===== src/dpram.sv =====
// Generic true dual-port block RAM with one clock.
// Depth comes from ADDR_W and the word from the word_t type parameter.

module dpram #(
	parameter int  ADDR_W = 8,
	parameter type word_t = logic [7:0]
) (
	input  logic              clk,

	input  logic [ADDR_W-1:0] address_a,
	input  word_t             data_a,
	input  logic              enable_a,
	input  logic              wren_a,
	output word_t             q_a,

	input  logic [ADDR_W-1:0] address_b,
	input  word_t             data_b,
	input  logic              enable_b,
	input  logic              wren_b,
	output word_t             q_b
);

	word_t mem [2**ADDR_W];

	// Both ports read one cycle late and see the old word on a write to the
	// same address. If both ports write one address at once, port B wins
	always_ff @(posedge clk) begin
		if (enable_a) begin
			q_a <= mem[address_a];
			if (wren_a) begin
				mem[address_a] <= data_a;
			end
		end
		if (enable_b) begin
			q_b <= mem[address_b];
			if (wren_b) begin
				mem[address_b] <= data_b;
			end
		end
	end

endmodule


===== config.mk =====
export PLATFORM = sky130hd
export DESIGN_NAME = dpram
export DESIGN_NICKNAME = d
export VERILOG_FILES = /design/src/dpram.sv
export SDC_FILE = /design/constraint.sdc
export NUM_CORES = 2
export LEC_CHECK = 0
export ABC_AREA = 0
export BUFFER_PORTS_ARGS = -buffer_cell sky130_fd_sc_hd__buf_2
export CORE_MARGIN = 5
export CORE_UTILIZATION = 24
export CTS_BUF_LIST = sky130_fd_sc_hd__clkbuf_8
export DETAILED_ROUTE_END_ITERATION = 10
export HOLD_SLACK_MARGIN = 0.06
export PLACE_DENSITY_LB_ADDON = 0.3
export SETUP_SLACK_MARGIN = 0.3
export SYNTH_ARGS = -nofsm -noshare
export SYNTH_HDL_FRONTEND = slang
export SYNTH_SLANG_ARGS = --single-unit

===== constraint.sdc =====
create_clock -name clk -period 2.4 [get_ports clk]
set_input_delay 0 -clock clk [delete_from_list [all_inputs] [get_ports clk]]
set_output_delay 0 -clock clk [all_outputs]
set_load 0.01 [all_outputs]

==> reports/qor.txt <==
Outcome: finished, violations left
Violations in the final reports: negative setup slack
Distinct cells, synth: 32
Non-Filler Instances: 15497
Least-Margin Pin Slew: 1120 ps
Yosys warning count: 0
ANT nets after route: 0
CTS Sinks: 2064
Layout area overhead: 25.2%
Crit path DAT: 3370 ps
Number of global-route vias before repair: 85753
GRT Overall Usage: 19.1%
Initial antenna violation count: 43
PortBufs: 52
DRT Pass-1 Iters: 8
Most frequent cells in the layout: edfxtp_1 (2064), mux2_2 (1998), mux4_2 (1024)
Vert. Die Dim: 721 um
Final WL: 514000 um
Final setup fails: 10
CTS tree: yes
Final Hold Viols: 0
Synthesized Nets: 7608
Initial Utilization: 24.0%
Drt drc: 0
Main flop type after synthesis: edfxtp_1
Hold WS: 154 ps
DP HPWL: 353000 um
Standard-cell rows: 261
Syn Area/Cell: 16.0 um2
Core outline area: 505000 um2
CP Max Fanout: 2
Sequential-to-total area share from yosys stat: 51.1%
Most common cell after layout, fill and taps aside: edfxtp_1
Post-synthesis cell count: 7571
Peak Freq: 397 MHz
Nets: 8528
Period minus WS final: 2520 ps
Asr flop ratio synth: 0%
Die area: 520000 um2
Post-route clock period utilization: 105%
Setup repair after global routing missed its margin: true
CP Data Required Time: 3250 ps
Largest net degree at the start of global routing: 77
P_leak: 0.0482 uW
First-pass GRT wire length: 708000 um
Post-route cell area: 152000 um2
Grt total ovfl: 0
Avg WL per Cell: 33.1 um
Fillers: 49725
Root buffer cell: clkbuf_8
MaxCap Viol Count: 0
H-tree Lvls: 5
Via density: 5.44
Layout cells sized above 1: 63.0%
Fin. max-slew vios: 0
Maximum buffer depth of the clock tree: 4
Clock skew: 48.5 ps
Area of the multi-input gates: 58400 um2
Setup Slack @ Placement: -1440 ps
Min-Delay Path Class: input port to register
Crit. End Element: register
CTS Buf Count: 371
Fin worst setup slack: -117 ps
Max_slew headroom: 25.5%
Skew-Pair Late Insertion Delay: 1150 ps
Starting DRT DRC Count: 10270
Placer Congestion: 0.924
Setup crit start kind: register
Synth Register Bits: 2064
Post-synthesis instance area: 121000 um2
Top-Level Pins: 53
Total power: 83600 uW
DP Area: 142000 um2
Placed Instances: 14773
Clk slew on worst S/H paths: 70 ps
Storage element area: 62000 um2
VDD IR max: 0.382 mV
CP Class: register to register
Die X: 721 um
Vias: 84380
PD cells: 551 nW/um2
Number of flops mapped to enable cells by yosys: 2064
==> stage by stage <==
stage	TNS [ps]	util, %
after floorplan	0	-
after global placement	-473980	28.2
after detailed placement	-563250	28.2
after CTS	-874	29.9
after global routing	-1050	30.1
final	-743	30.1
==> sequential cells by signal, indices dropped and copies added, names as in the netlist <==
name,cells
q_a,8
mem,2048
q_b,8
==> final cells by class <==
class,count,area share (%)
flip-flops and latches,2064,40.8
well taps,6706,5.53
multi-input cells,4561,38.5
clock buffers,376,3.41
diodes,18,0.0297
clock inverters,279,1.07
repair buffers,1492,10.6
inverters,1,0.00247
==> power breakdown <==
part | internal, uW | switching [uW] | leakage, uW
registers | 39800 | 167 | 0.0186
logic | 4760 | 6410 | 0.0258
clock network | 16200 | 16400 | 0.00380
total | 60700 | 22900 | 0.0482
==> cell families after synthesis <==
logic type | after synthesis | share of synthesized area [%]
DFF | 2064 | 51.1
and+or+nand+nor | 401 | 1.78
muxes | 3072 | 38.0
AOI/OAI and AO/OA | 1088 | 5.91
buffers and inverters | 946 | 3.18
==> cell usage after synthesis, types with 44 or more instances <==
cell	instances	area (um2)
buf_1	63	236
clkbuf_1	726	2730
nor2_1	44	165
mux2_2	1998	22500
o22ai_1	165	1030
mux4_2	1024	23100
nand2_1	133	499
o21ai_0	91	455
buf_2	128	641
edfxtp_1	2064	62000
nor2_2	124	776
o41ai_1	64	561
mux2_1	50	563
a21oi_1	256	1280
a22oi_1	512	3840
==> routing by layer <==
| layer | vias to the layer above | track usage [%] | share of wire [%] |
|---|---|---|---|
| met1 | 45085 | 25.3 | 40 |
| met2 | 4860 | 30.1 | 46 |
| li1 | 33460 | - | - |
| met3 | 961 | 3.87 | 9.1 |
| met5 | - | 0 | 0.015 |
| met4 | 14 | 8.40 | 4.9 |
==> timing repair <==
| action | 4_1_cts | 5_1_grt |
|---|---|---|
| pin swaps | 84 | 78 |
| endpoints found under the hold margin | 2962 | 6 |
| gates cloned | 0 | 0 |
| hold buffers | 48 | 2 |
| buffers inserted | 0 | 2 |
| setup endpoints to repair | 24 | 488 |
| gates resized for setup | 261 | 145 |
==> path summary, 6_finish.rpt <==
check               start          end  slack [ps]  depth (start not counted)
max            mem[57][5]       q_a[5]        -120                          7
min          address_b[4]  mem[115][7]         150                          5
max reg2reg    mem[57][5]       q_a[5]        -120                          7
min reg2reg    mem[97][5]       q_b[5]        1240                          6
==> worst max-delay path: stages (launching register included) <==
cell,delay (ps)
edfxtp_1,420
mux4_2,520
a22oi_1,220
buf_4,160
a21oi_1,110
o41ai_2,370
buf_4,280
nand4_1,150
No activity file was read; power rests on OpenSTA's default activity.
