## config.mk

```make
export PLATFORM = sky130hd
export DESIGN_NAME = tile_fetch
export DESIGN_NICKNAME = d
export VERILOG_FILES = /design/src/arcade_video_pkg.sv /design/src/tile_fetch.sv
export SDC_FILE = /design/constraint.sdc
export NUM_CORES = 1
export LEC_CHECK = 0
export ABC_CLOCK_PERIOD_IN_PS = 2400
export BUFFER_PORTS_ARGS = -buffer_cell sky130_fd_sc_hd__buf_2
export CAP_MARGIN = 40
export CORE_UTILIZATION = 47
export DETAILED_ROUTE_END_ITERATION = 7
export PLACE_DENSITY = 0.78
export SETUP_SLACK_MARGIN = 0.4
export SLEW_MARGIN = 20
export SYNTH_ARGS = -nofsm -noshare
export SYNTH_HDL_FRONTEND = slang
export SYNTH_SLANG_ARGS = --single-unit
```

## constraint.sdc

```tcl
create_clock -name clk -period 2.4 [get_ports clk]
set_clock_uncertainty 0.2 [all_clocks]
set_input_delay 0.72 -clock clk [delete_from_list [all_inputs] [get_ports clk]]
set_output_delay 0.72 -clock clk [all_outputs]
set_load 0.03 [all_outputs]
```

## src/arcade_video_pkg.sv

```systemverilog
// Shared types, CPU address map and sync timing for the tile video subsystem.
// Every RTL file and the testbench pull these in with a wildcard import.

package arcade_video_pkg;

	typedef logic [7:0] byte_t;

	// Palette word and output colour, red in the top bits
	typedef struct packed {
		logic [2:0] red;
		logic [2:0] green;
		logic [2:0] blue;
	} rgb333_t;

	localparam int CPU_AW = 13;

	typedef struct packed {
		logic [CPU_AW-1:0] addr;
		byte_t             wdata;
		logic              ce;
		logic              we;
	} cpu_bus_t;

	typedef struct packed {
		rgb333_t rgb;
		logic    de;
		logic    hsync;
		logic    vsync;
	} video_out_t;

	// RAM address widths, one word per CPU address except the palette
	localparam int MAP_AW = 10;
	localparam int PAT_AW = 11;
	localparam int PAL_AW = 6;

	localparam logic [CPU_AW-1:0] MAP_BASE = 13'h0000;
	localparam logic [CPU_AW-1:0] PAT_BASE = 13'h0800;
	localparam logic [CPU_AW-1:0] PAL_BASE = 13'h1000;

	// Port A strobe sets produced by the CPU decoder
	typedef struct packed {
		logic [MAP_AW-1:0] addr;
		byte_t             data;
		logic              ce;
		logic              we;
	} map_port_t;

	typedef struct packed {
		logic [PAT_AW-1:0] addr;
		byte_t             data;
		logic              ce;
		logic              we;
	} pat_port_t;

	typedef struct packed {
		logic [PAL_AW-1:0] addr;
		rgb333_t           data;
		logic              ce;
		logic              we;
	} pal_port_t;

	// Sync placement, counted from the end of the active line or frame
	localparam int HSYNC_OFFSET = 8;
	localparam int HSYNC_WIDTH  = 8;
	localparam int VSYNC_OFFSET = 2;
	localparam int VSYNC_LINES  = 2;

endpackage

```

## src/tile_fetch.sv

```systemverilog
// Raster timing and tile lookup for the source picture at pixel rate.
// Walks map, pattern and palette RAMs in a four step pipeline per pixel.

module tile_fetch
	import arcade_video_pkg::*;
#(
	parameter int H_ACTIVE = 256,
	parameter int H_TOTAL  = 384,
	parameter int V_ACTIVE = 224,
	parameter int V_TOTAL  = 264
) (
	input  logic              clk,
	input  logic              reset,
	output logic [MAP_AW-1:0] map_addr,
	input  byte_t             map_q,
	output logic [PAT_AW-1:0] pat_addr,
	input  byte_t             pat_q,
	output logic [PAL_AW-1:0] pal_addr,
	input  rgb333_t           pal_q,
	output logic              pix_ce,
	output video_out_t        src_out
);

	localparam int H_W = $clog2(H_TOTAL);
	localparam int V_W = $clog2(V_TOTAL);

	typedef struct packed {
		logic de;
		logic hsync;
		logic vsync;
	} ctl_t;

	logic [H_W-1:0] h_cnt;
	logic [V_W-1:0] v_cnt;

	logic [4:0] tile_col;
	logic [4:0] tile_row;
	logic [2:0] pix_col;
	logic [2:0] pix_row;
	ctl_t       cur_ctl;

	// Payload carried beside the RAM lookups
	logic [2:0] row_s0;
	logic [2:0] col_s0;
	logic [2:0] col_s1;
	logic [4:0] code_s1;

	// Control bits for the map, pattern and palette address stages
	ctl_t ctl_pipe [3];

	always_ff @(posedge clk) begin
		if (reset) begin
			pix_ce <= 1'b1;
		end else begin
			pix_ce <= !pix_ce;
		end
	end

	always_ff @(posedge clk) begin
		if (reset) begin
			h_cnt <= '0;
			v_cnt <= '0;
		end else if (pix_ce) begin
			if (h_cnt == H_W'(H_TOTAL - 1)) begin
				h_cnt <= '0;
				if (v_cnt == V_W'(V_TOTAL - 1)) begin
					v_cnt <= '0;
				end else begin
					v_cnt <= v_cnt + 1'b1;
				end
			end else begin
				h_cnt <= h_cnt + 1'b1;
			end
		end
	end

	// The map stride is 32 tiles whatever the active width
	assign tile_col = 5'(h_cnt >> 3);
	assign tile_row = 5'(v_cnt >> 3);
	assign pix_col  = h_cnt[2:0];
	assign pix_row  = v_cnt[2:0];

	always_comb begin
		cur_ctl.de    = (h_cnt < H_ACTIVE) && (v_cnt < V_ACTIVE);
		cur_ctl.hsync = (h_cnt >= H_ACTIVE + HSYNC_OFFSET) &&
			(h_cnt < H_ACTIVE + HSYNC_OFFSET + HSYNC_WIDTH);
		cur_ctl.vsync = (v_cnt >= V_ACTIVE + VSYNC_OFFSET) &&
			(v_cnt < V_ACTIVE + VSYNC_OFFSET + VSYNC_LINES);
	end

	// RAM reads land one clock after the address, so each lookup result is
	// ready at the next pixel enable
	always_ff @(posedge clk) begin
		if (pix_ce) begin
			map_addr <= {tile_row, tile_col};
			row_s0   <= pix_row;
			col_s0   <= pix_col;

			pat_addr <= {map_q, row_s0};
			code_s1  <= map_q[7:3];
			col_s1   <= col_s0;

			// Pattern MSB is the leftmost pixel
			pal_addr <= {code_s1, pat_q[3'd7 - col_s1]};
		end
	end

	always_ff @(posedge clk) begin
		if (reset) begin
			ctl_pipe[0] <= '0;
			ctl_pipe[1] <= '0;
			ctl_pipe[2] <= '0;
			src_out     <= '0;
		end else if (pix_ce) begin
			ctl_pipe[0]   <= cur_ctl;
			ctl_pipe[1]   <= ctl_pipe[0];
			ctl_pipe[2]   <= ctl_pipe[1];
			src_out.rgb   <= ctl_pipe[2].de ? pal_q : '0;
			src_out.de    <= ctl_pipe[2].de;
			src_out.hsync <= ctl_pipe[2].hsync;
			src_out.vsync <= ctl_pipe[2].vsync;
		end
	end

endmodule

```

==> run_results.csv <==
group,metric,value,unit
run,cap_violations,0,
timing,worst-slew-pin-transition,0.388,ns
timing,finalMaxSlewViolations,0,
setup_path,cp_num_buf_inv,0,
power,peakVddDrop,0.391,mV
floorplan,initial_core_util,50.0,%
setup_path,crit_path_cell_trace,"ha_2 > and3_4 > nand3_4 > or4_1 > a21oi_1",
clocking,clk_latency,0.34,ns
clocking,cts_buffers,9,
run_status,run_status,"finished, final reports clean",
setup_path,cp.arrival,1.95,ns
synth,synth_area_per_cell,13.4,um2
routing,drc,0,
finish,nFillCells,459,
finish,fin_area,3510,um2
synth,ys_seq_area_share,69.9,%
synth,synth.distinct_cells,41,
synth,yosys.area.top_type,"edfxtp_1",
setup_path,cp_data_required_time,2.47,ns
setup_path,start_kind,"flop",
setup_path,r2r_cells,5,
setup_path,crit_cells,5,
timing,fin_crit,1.88,ns
synth,ys_ff_latch,76,
setup_path,cpMaxStageDelayCell,"or4_1",
setup_path,cp_max_fo,9,
setup_path,worstSetupPathType,"reg2reg",
routing,wire_per_inst,13.8,um
routing,drt_iter0_drc,91,
timing,setup_violations,0,
min_path,hp-class,"reg2reg",
synth,synth-main-ff-cell,"edfxtp_1",
global_route,grt_util_all_layers,17.6,%
timing,hold_viol,0,
min_path,whs_path_depth,0,
finish,nNetsFinal,317,
clocking,ctsHoldBuffers,0,
timing,slew-limit-headroom,74.1,%
place,gp_congestion,0.782,
global_route,grt_first_pass_wirelength,8380,um
synth,async_flop_share,0,%
routing,viasPerCell,5.22,
floorplan,core-area,5640,um2
routing,firstDrtPassIters,4,
synth,postSynthNetCount,240,
timing,tns,0,ns
finish,post-route-util,62.1,%
finish,multi_input_area,805,um2
floorplan,die_y,79.5,um
place,io_buffers,66,
global_route,grt_overflow,0,
synth,syn_area,2820,um2
clocking,cts_sinks,76,
power,power,2.78,mW
finish,n_antenna_cell,0,
timing,finalCritPeriodShare,78.3,%
timing,rsz0062_at_grt,"false",
clocking,clk_path_buf_depth,2,
global_route,grt_max_degree,33,
routing,wl,5030,um
routing,ant_nets,0,
synth,synth.area.top_cells,"edfxtp_1, dfxtp_1, nor2_1, a22oi_1, mux4_2",
global_route,grt_pass1_vias,1839,
floorplan,dieArea,6310,um2
power,p_leak,1.40,nW
clocking,cts-root-buf,"clkbuf_8",
synth,synth_most_common_cell,"edfxtp_1",
synth,synth-edff-count,45,
place,dp_hpwl,3450,um
synth,yosysWarnings,0,
floorplan,die_x,79.5,um
synth,netlist_instances,210,
clocking,htreeDepth,3,
setup_path,cp_top_family,"simple AND/OR/NAND/NOR gates",
place,dpl_cell_area,3250,um2
setup_path,endpoint_kind,"flop",
clocking,cts_tree,"yes",
synth,ys_top_cells_by_count,"edfxtp_1, dfxtp_1, nor2_1",
floorplan,placement_rows,27,
timing,clock.fmax,532,MHz
setup_path,slowest_delay,0.51,ns
finish,drive_above_1_share,34.9,%
power,p_per_area,793,nW/um2
routing,num_vias,1899,
finish,register_area,1980,um2
finish,area_delta_synth_final,24.3,%
global_route,antenna_found_initial,0,
clocking,clk_pin_slew,0.08,ns
synth,synth_top_area_share,47.9,%
floorplan,num_io_pins,67,
==> state kept, by name, summed over array words and instances (netlist names) <==
name,count
src_out,12
pat_addr,11
map_addr,10
ctl_pipe,9
h_cnt,9
v_cnt,9
pal_addr,6
col_s0,3
col_s1,3
row_s0,3
pix_ce,1
==> timing repair <==
| item | in CTS | in global routing |
|---|---|---|
| resized for setup | 0 | 5 |
| buffers inserted | 0 | 2 |
| endpoints found under the setup margin | 0 | 4 |
| hold endpoints to repair | 0 | 0 |
==> layer usage <==
metal,vias up,track usage (%),share of wire [%]
li1,937,-,-
met1,879,21.8,44
met2,71,28.6,48
met3,12,5.26,6.4
met4,0,6.73,1.6
met5,-,0,0
==> final timing paths <==
| kind | startpoint | endpoint | slack [ns] |
|---|---|---|---|
| min reg2reg | row_s0[0]$_DFFE_PP_ | pat_addr[0]$_DFFE_PP_ | 0.22 |
| max reg2reg | h_cnt[0]$_SDFFE_PP0P_ | v_cnt[7]$_SDFFE_PP0P_ | 0.52 |
| max | h_cnt[0]$_SDFFE_PP0P_ | v_cnt[7]$_SDFFE_PP0P_ | 0.52 |
| min | row_s0[0]$_DFFE_PP_ | pat_addr[0]$_DFFE_PP_ | 0.22 |
==> cell families after synthesis <==
family / count (synthesis) / share of synthesized area [%]
buffers and inverters: 14 / 2.00
adders and majority gates: 3 / 1.33
and+or+nand+nor: 78 / 15.6
xor gates and xnor gates: 8 / 2.48
AOI/OAI and AO/OA: 26 / 5.99
muxes: 5 / 2.71
DFF: 76 / 69.9
==> where the power goes <==
| group | switching (mW) | internal [mW] |
|---|---|---|
| Clock | 0.450 | 0.613 |
| Sequential | 0.0296 | 1.46 |
| Combinational | 0.154 | 0.0768 |
| Total | 0.633 | 2.15 |
==> cell type report <==
cell class / instances / area share (%)
inverter: 8 / 0.857
multi-input combinational: 120 / 22.9
clock buffer: 10 / 3.93
clock inverter: 6 / 2.50
timing repair buffer: 72 / 10.8
tap: 72 / 2.57
sequential: 76 / 56.4
==> worst register-to-register path, stage by stage, from the launching register on <==
cell     delay [ns]
dfxtp_2        0.38
ha_2           0.23
and3_4         0.24
nand3_4        0.12
or4_1          0.51
a21oi_1        0.13
==> layout by cell type (no fill, tap or decap), drive strengths merged, types with 6 or more instances in the layout <==
master and n:
a21oi 8, a22oi 9, and2 7, buf 71
clkbuf 11, dfxtp 31, edfxtp 45, inv 8
nand2 11, nand3 6, nand4 6, nor2 22
==> per-stage QoR <==
| stage | hold WS (ns) | std cells | worst slack [ns] |
|---|---|---|---|
| after floorplan | 0.200 | 210 | 0.405 |
| after CTS | 0.218 | 362 | 0.407 |
| after global routing | 0.228 | 364 | 0.390 |
| after detailed placement | 0.205 | 346 | 0.395 |
| final | 0.218 | 364 | 0.520 |
| after global placement | 0.201 | 346 | 0.416 |
No activity file was read; power rests on OpenSTA's default activity.
