==> src/arcade_video_pkg.sv <==
// Shared types, CPU address map and sync timing for the tile video subsystem.
// Every RTL file and the testbench pull these in with a wildcard import.

package arcade_video_pkg;

	typedef logic [7:0] byte_t;

	// Palette word and output colour, red in the top bits
	typedef struct packed {
		logic [2:0] red;
		logic [2:0] green;
		logic [2:0] blue;
	} rgb333_t;

	localparam int CPU_AW = 13;

	typedef struct packed {
		logic [CPU_AW-1:0] addr;
		byte_t             wdata;
		logic              ce;
		logic              we;
	} cpu_bus_t;

	typedef struct packed {
		rgb333_t rgb;
		logic    de;
		logic    hsync;
		logic    vsync;
	} video_out_t;

	// RAM address widths, one word per CPU address except the palette
	localparam int MAP_AW = 10;
	localparam int PAT_AW = 11;
	localparam int PAL_AW = 6;

	localparam logic [CPU_AW-1:0] MAP_BASE = 13'h0000;
	localparam logic [CPU_AW-1:0] PAT_BASE = 13'h0800;
	localparam logic [CPU_AW-1:0] PAL_BASE = 13'h1000;

	// Port A strobe sets produced by the CPU decoder
	typedef struct packed {
		logic [MAP_AW-1:0] addr;
		byte_t             data;
		logic              ce;
		logic              we;
	} map_port_t;

	typedef struct packed {
		logic [PAT_AW-1:0] addr;
		byte_t             data;
		logic              ce;
		logic              we;
	} pat_port_t;

	typedef struct packed {
		logic [PAL_AW-1:0] addr;
		rgb333_t           data;
		logic              ce;
		logic              we;
	} pal_port_t;

	// Sync placement, counted from the end of the active line or frame
	localparam int HSYNC_OFFSET = 8;
	localparam int HSYNC_WIDTH  = 8;
	localparam int VSYNC_OFFSET = 2;
	localparam int VSYNC_LINES  = 2;

endpackage

==> src/cpu_port_decode.sv <==
// CPU side of the video memories: splits the strobe bus into the port A
// strobes of the map, pattern and palette RAMs and returns the read data.

module cpu_port_decode
	import arcade_video_pkg::*;
(
	input  logic      clk,
	input  logic      reset,
	input  cpu_bus_t  cpu,
	input  byte_t     map_q,
	input  byte_t     pat_q,
	input  rgb333_t   pal_q,
	output map_port_t map_port,
	output pat_port_t pat_port,
	output pal_port_t pal_port,
	output byte_t     cpu_rdata
);

	logic in_map;
	logic in_pat;
	logic in_pal;
	logic pal_odd;

	// Red bit 2 of the next palette entry, set by the even address write
	logic red_hi;

	// Region and parity of the read issued in the previous cycle
	logic rd_map;
	logic rd_pat;
	logic rd_pal;
	logic rd_odd;

	assign in_map  = cpu.addr[CPU_AW-1:MAP_AW] == MAP_BASE[CPU_AW-1:MAP_AW];
	assign in_pat  = cpu.addr[CPU_AW-1:PAT_AW] == PAT_BASE[CPU_AW-1:PAT_AW];
	assign in_pal  = cpu.addr[CPU_AW-1:PAL_AW+1] == PAL_BASE[CPU_AW-1:PAL_AW+1];
	assign pal_odd = cpu.addr[0];

	always_comb begin
		map_port.addr = cpu.addr[MAP_AW-1:0];
		map_port.data = cpu.wdata;
		map_port.ce   = cpu.ce && in_map;
		map_port.we   = cpu.we;

		pat_port.addr = cpu.addr[PAT_AW-1:0];
		pat_port.data = cpu.wdata;
		pat_port.ce   = cpu.ce && in_pat;
		pat_port.we   = cpu.we;

		// Two addresses per entry, so the entry index starts at bit 1
		pal_port.addr = cpu.addr[PAL_AW:1];
		pal_port.data = rgb333_t'({red_hi, cpu.wdata});
		pal_port.ce   = cpu.ce && in_pal;
		pal_port.we   = cpu.we && pal_odd;
	end

	always_ff @(posedge clk) begin
		if (reset) begin
			red_hi <= 1'b0;
		end else if (cpu.ce && cpu.we && in_pal && !pal_odd) begin
			red_hi <= cpu.wdata[0];
		end
	end

	always_ff @(posedge clk) begin
		if (reset) begin
			rd_map <= 1'b0;
			rd_pat <= 1'b0;
			rd_pal <= 1'b0;
			rd_odd <= 1'b0;
		end else begin
			rd_map <= cpu.ce && !cpu.we && in_map;
			rd_pat <= cpu.ce && !cpu.we && in_pat;
			rd_pal <= cpu.ce && !cpu.we && in_pal;
			rd_odd <= pal_odd;
		end
	end

	// Data only shows in the cycle after a read, zero the rest of the time
	always_comb begin
		cpu_rdata = '0;
		if (rd_map) begin
			cpu_rdata = map_q;
		end else if (rd_pat) begin
			cpu_rdata = pat_q;
		end else if (rd_pal) begin
			if (rd_odd) begin
				cpu_rdata = pal_q[7:0];
			end else begin
				cpu_rdata = {7'b0, pal_q.red[2]};
			end
		end
	end

endmodule

==> config.mk <==
export PLATFORM = sky130hd
export DESIGN_NAME = cpu_port_decode
export DESIGN_NICKNAME = d
export VERILOG_FILES = /design/src/arcade_video_pkg.sv /design/src/cpu_port_decode.sv
export SDC_FILE = /design/constraint.sdc
export NUM_CORES = 1
export LEC_CHECK = 0
export BUFFER_PORTS_ARGS = -buffer_cell sky130_fd_sc_hd__buf_2
export CAP_MARGIN = 10
export CORE_ASPECT_RATIO = 1.1
export CORE_MARGIN = 4
export CORE_UTILIZATION = 30
export DETAILED_ROUTE_END_ITERATION = 16
export PLACE_DENSITY = 0.93
export SLEW_MARGIN = 20
export SYNTH_ARGS = -nofsm -noshare
export SYNTH_HDL_FRONTEND = slang
export SYNTH_SLANG_ARGS = --single-unit
==> constraint.sdc <==
create_clock -name clk -period 1.9 [get_ports clk]
set_clock_uncertainty 0.1 [all_clocks]
set_input_delay 0.57 -clock clk [delete_from_list [all_inputs] [get_ports clk]]
set_output_delay 0.57 -clock clk [all_outputs]
set_load 0.02 [all_outputs]
==> results of run 1 <==
-- how the worst min path moves through the flow --
stage | startpoint | to | slack (ns) | cells after the start
after global routing | red_hi | red_hi | 0.42 | 2
after CTS | red_hi | red_hi | 0.38 | 2
after global placement | red_hi | red_hi | 0.36 | 2
after detailed placement | red_hi | red_hi | 0.37 | 2
after floorplan | red_hi | red_hi | 0.35 | 2
final | red_hi | red_hi | 0.37 | 2
-- cells in the final DEF, fill, tap and decap left out, types with 2 or more instances in the layout --
cell type / instances
a22oi_2: 7
buf_2: 51
buf_4: 9
buf_6: 13
clkbuf_4: 3
dfxtp_1: 3
dfxtp_2: 2
nand2_1: 8
nand2b_1: 2
nor2_4: 2
nor2b_1: 2
nor4_1: 3
o21ai_2: 6
-- timing repair --
item / in CTS / in global routing
hold buffers: 0 / 0
pin swaps: 5 / 3
endpoints found under the setup margin: 10 / 10
resized for setup: 31 / 3
-- flip-flops by register name (all words and copies together) (netlist names) --
register  cells
rd_map        1
rd_odd        1
rd_pal        1
rd_pat        1
red_hi        1
-- cell families after synthesis --
group	share of synthesized area (%)
flops	12.64
simple gates	18.80
compound gates	12.80
buf+inv	53.08
mux	2.686
-- Yosys cell counts --
master and count:
clkbuf_1 3, nor4_1 3, nand2_1 8, nor2_1 3, or4b_4 1, buf_4 54, dfxtp_1 5, or3b_4 1
o21ai_0 7, mux2_2 1, nor4b_4 1, and2_1 1, nor2b_1 2, a22oi_1 7, a221oi_1 1, mux2i_1 1
nand2b_1 2, and3b_1 1, a21oi_1 1, inv_1 1
-- tightest hold or removal path, stage by stage, from the launching register on --
cell and delay (ns):
dfxtp_1 0.30, nand2b_1 0.06, mux2i_1 0.05
-- power groups by stage --
stage	Sequential (mW)	Clock [mW]	Combinational, mW
6_report	0.109	0.128	0.137
5_1_grt	0.109	0.135	0.148
4_1_cts	0.109	0.129	0.136
3_5_place_dp	0.110	0	0.124
3_3_place_gp	0.110	0	0.121
2_1_floorplan	0.110	0	0.188
-- area by class of cell --
class                           instances  area [sq um]  area share (%)
Clock buffer                            4         26.28           2.596
Inverter                                1         3.754          0.3708
Sequential cell                         5         102.6           10.14
Tap cell                               31         38.79           3.832
Multi-Input combinational cell         41         351.6           34.73
Timing Repair Buffer                   74         489.2           48.33
-- metal layers --
layer | vias to the layer above | GRT usage, % | wire (um)
met1 | 327 | 10.84 | 677
met3 | 3 | 4.752 | 334
met4 | 0 | 5.960 | 29
li1 | 338 | - | -
met2 | 65 | 21.70 | 1059
met5 | - | 0 | 0
==> results.py, run 1 <==
metrics = {
    "yosys": {
        "syn-cell-area_sq_um": 792.0,
        "postSynthCellCount": 104,
        "synth_seq_cells": 5,
        "yosysUniqueCellTypes": 20,
        "seq_area_frac_synth_pct": 12.64,
        "syn_nets": 154,
        "synth_top_area_share_pct": 51.18,
        "ys_top_cells_by_area": "buf_4, dfxtp_1, a22oi_1, o21ai_0, nand2_1",
        "synth_area_per_cell_sq_um": 7.615,
        "synth_warnings": 0,
        "synth_top_area_cell": "buf_4",
    },
    "clocking": {
        "clock-root-buffer": "clkbuf_4",
        "clock_latency_ns": 0.25,
        "ctsHtreeMaxLevel": 1,
        "cts_sinks": 5,
        "clk_pin_slew_ns": 0.04,
        "cts_max_path_buffers": 2,
        "cts_setup_buffers": 0,
        "cts_buffers": 3,
        "cts_tree": "built",
    },
    "timing": {
        "setup_tns_ns": -0.5836,
        "max_freq_ghz": 0.4757,
        "final_hold_viol_count": 0,
        "setup_viol": 10,
        "finalWorstSetupSlack_ns": -0.2022,
        "slew_headroom_pct": 76.67,
        "min_period_over_period_pct": 110.6,
        "fin_crit_ns": 2.102,
        "rsz0062_at_grt": "true",
        "report.final.slew_viol_count": 0,
        "worstMarginPinSlew_ns": 0.3467,
        "hold_ws_ns": 0.3702,
    },
    "worst_setup_path": {
        "crit_family": "simple AND/OR/NAND/NOR gates",
        "critPathLaunchType": "input port",
        "critical_path_arrival_ns": 1.43,
        "end_kind": "output pin",
        "regToRegSetupSlack_ns": 1.25,
        "crit_slowest_cell": "or4b_4",
        "reg2reg_depth": 2,
        "path_buf_inv": 2,
        "path_depth": 4,
        "max_stage_delay_ns": 0.55,
        "crit_fanout": 2,
        "worstPathCellList": "buf_6 -> or4b_4 -> nor2_4 -> buf_6",
        "cp_common_cell": "buf_6",
        "cp-startpoint": "cpu[19]",
        "critPathKind": "input port to output pin",
        "timing.rr.end": "red_hi",
        "endpoint": "pal_port[1]",
        "crit_required_ns": 1.23,
        "r2r-start": "red_hi",
    },
    "power": {
        "swShare_pct": 31.88,
        "ir_drop_mv": 0.3080,
        "comb_power_share_pct": 36.7,
        "clkPwrFrac_pct": 34.1,
        "switchingPower_mw": 0.1192,
        "intPower_mw": 0.2547,
        "total_leakage_power_nw": 0.4915,
        "finalPower_mw": 0.3740,
        "power_density_nw_per_um2": 369.4,
        "share_seq_of_total_power_pct": 29.1,
    },
    "run_status": {
        "status": "complete, but fails checks",
        "violations": "setup timing",
    },
    "placement": {
        "gp_routability_congestion": 0.6885,
        "place_area_sq_um": 857.1,
        "port-buffer-count": 63,
        "place_ws_ns": -0.2556,
        "numPlacedInstances": 152,
    },
    "grt": {
        "grt_overflow": 0,
        "grt.total_usage_pct": 11.49,
        "grt_pass1_vias": 720,
        "grt_pass1_wl_mm": 3.036,
        "grt_max_degree": 11,
        "antenna_found_initial": 0,
    },
    "cells_and_area": {
        "nets": 176,
        "areaGrowthSynthToFinish_pct": 27.80,
        "design_area_sq_um": 1012,
        "finalNonFillerCells": 156,
        "layout-drive-gt1-share_pct": 80.00,
        "fill_cells": 255,
        "antenna_cells": 0,
        "utilization_pct": 40.17,
    },
    "floorplanning": {
        "ios": 116,
        "die_area_sq_um": 3527,
        "die_h_um": 61.89,
        "initial_utilization_pct": 31.43,
        "rows": 19,
        "core-area_sq_um": 2520,
        "die_x_um": 56.99,
    },
    "route": {
        "wl_mm": 2.101,
        "vias_per_cell": 4.699,
        "drc": 0,
        "route.antenna.remaining_nets": 0,
        "dr.pass1.iters": 5,
        "drtIter0Drc": 11,
        "vias": 733,
        "wire_per_inst_um": 13.47,
    },
    "job": {
        "maxCapViolCount": 0,
    },
    "hold_path": {
        "hold_class": "flop to flop",
    },
}
Power figures use the tool's default switching activity.
==> run 2, diff against run 1 <==
PLACE_DENSITY = 0.83   (was 0.93)
==> run 2 against run 1 <==
Effect of this change:
- the run still ends with setup timing left
- register-to-register slack worse by 0.03 ns
- routed wire length rose by 23%
- non-clock buffer count decreased by 4
- design area down 2.6%
- sequential share of layout area grew 0.14 points
- via count increased by 2.2%
- fmax about the same
- die area unchanged
- critical path type unchanged
- highest routed layer is now met5
==> results.py, run 2 (synthesis gave the netlist of run 1 again) <==
metrics = {
    "clocking": {
        "clk_pin_slew_ns": 0.04,
        "clock-root-buffer": "clkbuf_4",
        "ctsHtreeMaxLevel": 1,
        "cts_sinks": 5,
        "cts_buffers": 3,
        "cts_max_path_buffers": 2,
        "cts_tree": "built",
        "clock_latency_ns": 0.24,
    },
    "grt": {
        "grt_max_degree": 13,
        "grt_overflow": 0,
        "grt_pass1_wl_mm": 3.581,
        "grt_pass1_vias": 759,
        "grt.total_usage_pct": 13.93,
        "antenna_found_initial": 2,
    },
    "timing": {
        "finalWorstSetupSlack_ns": -0.2015,
        "final_hold_viol_count": 0,
        "rsz0062_at_grt": "true",
        "worstMarginPinSlew_ns": 0.2711,
        "setup_viol": 10,
        "fin_crit_ns": 2.102,
        "report.final.slew_viol_count": 0,
        "min_period_over_period_pct": 110.6,
        "slew_headroom_pct": 81.76,
        "max_freq_ghz": 0.4758,
    },
    "cells_and_area": {
        "finalNonFillerCells": 152,
        "areaGrowthSynthToFinish_pct": 24.49,
        "most-common-layout-cells": "buf_2, buf_6, buf_4, nand2_1, a22oi_2",
        "layout-drive-gt1-share_pct": 78.51,
        "antenna_cells": 0,
        "utilization_pct": 39.13,
        "final_common_cell": "buf_2",
        "nets": 172,
    },
    "worst_setup_path": {
        "critPathLaunchType": "input port",
        "crit_required_ns": 1.23,
        "reg2reg_depth": 2,
        "regToRegSetupSlack_ns": 1.22,
        "timing.rr.end": "red_hi",
        "crit_fanout": 3,
        "r2r-start": "red_hi",
        "critPathKind": "input port to output pin",
        "end_kind": "output pin",
        "critical_path_arrival_ns": 1.43,
    },
    "floorplanning": {
        "die_x_um": 56.99,
        "die_area_sq_um": 3527,
        "rows": 19,
        "initial_utilization_pct": 31.43,
        "core-area_sq_um": 2520,
        "die_h_um": 61.89,
        "ios": 116,
    },
    "power": {
        "power_density_nw_per_um2": 378.4,
        "ir_drop_mv": 0.2483,
        "total_leakage_power_nw": 0.4763,
    },
    "placement": {
        "place.detailed.hpwl_mm": 2.115,
        "gp_routability_congestion": 0.7508,
        "port-buffer-count": 63,
        "numPlacedInstances": 148,
    },
    "hold_path": {
        "min_from": "red_hi",
        "hold_class": "flop to flop",
        "holdPathStages": 2,
        "hold_end": "red_hi",
    },
    "route": {
        "drc": 0,
        "drtIter0Drc": 36,
        "wl_mm": 2.576,
        "vias": 749,
        "route.antenna.remaining_nets": 0,
        "wire_per_inst_um": 16.95,
        "vias_per_cell": 4.928,
        "dr.pass1.iters": 4,
    },
    "run_status": {
        "violations": "setup timing",
        "status": "complete, but fails checks",
    },
    "job": {
        "maxCapViolCount": 0,
    },
}
run 2: cell type report:
class / count / area, sq um
Clock buffer: 4 / 26.28
Fill cell: 248 / 1534
Inverter: 1 / 3.754
Multi-Input combinational cell: 41 / 355.3
Sequential cell: 5 / 101.3
Tap cell: 31 / 38.79
Timing Repair Buffer: 70 / 460.4
run 2: per-layer routing:
metal | track usage [%] | wire length (um) | part of all wire, %
met3 | 11.36 | 562 | 22
met5 | 0 | 22 | 0.85
met4 | 5.960 | 44 | 1.7
met2 | 26.26 | 1238 | 48
met1 | 10.32 | 708 | 27
run 2: worst max path at each step:
stage	start	to	slack, ns	depth (start not counted)
floorplan	rd_pat	cpu_rdata[1]	-0.07	5
finish	cpu[18]	pal_port[1]	-0.20	4
global placement	cpu[18]	pal_port[1]	-0.24	4
detailed placement	cpu[18]	pal_port[1]	-0.24	4
CTS	cpu[18]	pal_port[1]	-0.19	4
global route	cpu[18]	pal_port[1]	-0.23	4
run 2: report_power, final:
part	total (mW)	switching [mW]	internal, mW
combinational	0.140	0.0704	0.0695
clock	0.125	0.0451	0.0795
sequential	0.109	0.00133	0.107
total	0.373	0.117	0.256
run 2: through the flow:
stage | hold WS [ns] | setup TNS [ns] | cell area [sq um] | power, mW | setup WS, ns
floorplan | 0.3484 | -0.1325 | 824.5 | 0.2983 | -0.06895
global placement | 0.3582 | -0.5858 | 814.5 | 0.2298 | -0.2395
detailed placement | 0.3695 | -0.6445 | 814.5 | 0.2316 | -0.2409
CTS | 0.3765 | -0.5924 | 933.4 | 0.3674 | -0.1939
global route | 0.4363 | -1.384 | 985.9 | 0.3955 | -0.2280
finish | 0.3872 | -0.7411 | 985.9 | 0.3731 | -0.2015
run 2: critical path, stage by stage:
cell,delay (ns)
buf_6,0.09
or4b_4,0.54
nor2_4,0.10
buf_6,0.12
run 2: timing repair:
item | 4_1_cts | 5_1_grt
buffers inserted | 0 | 0
hold buffers | 0 | 0
pin swaps | 0 | 3
endpoints found under the setup margin | 10 | 10
resized for setup | 25 | 11
gates cloned | 0 | 0
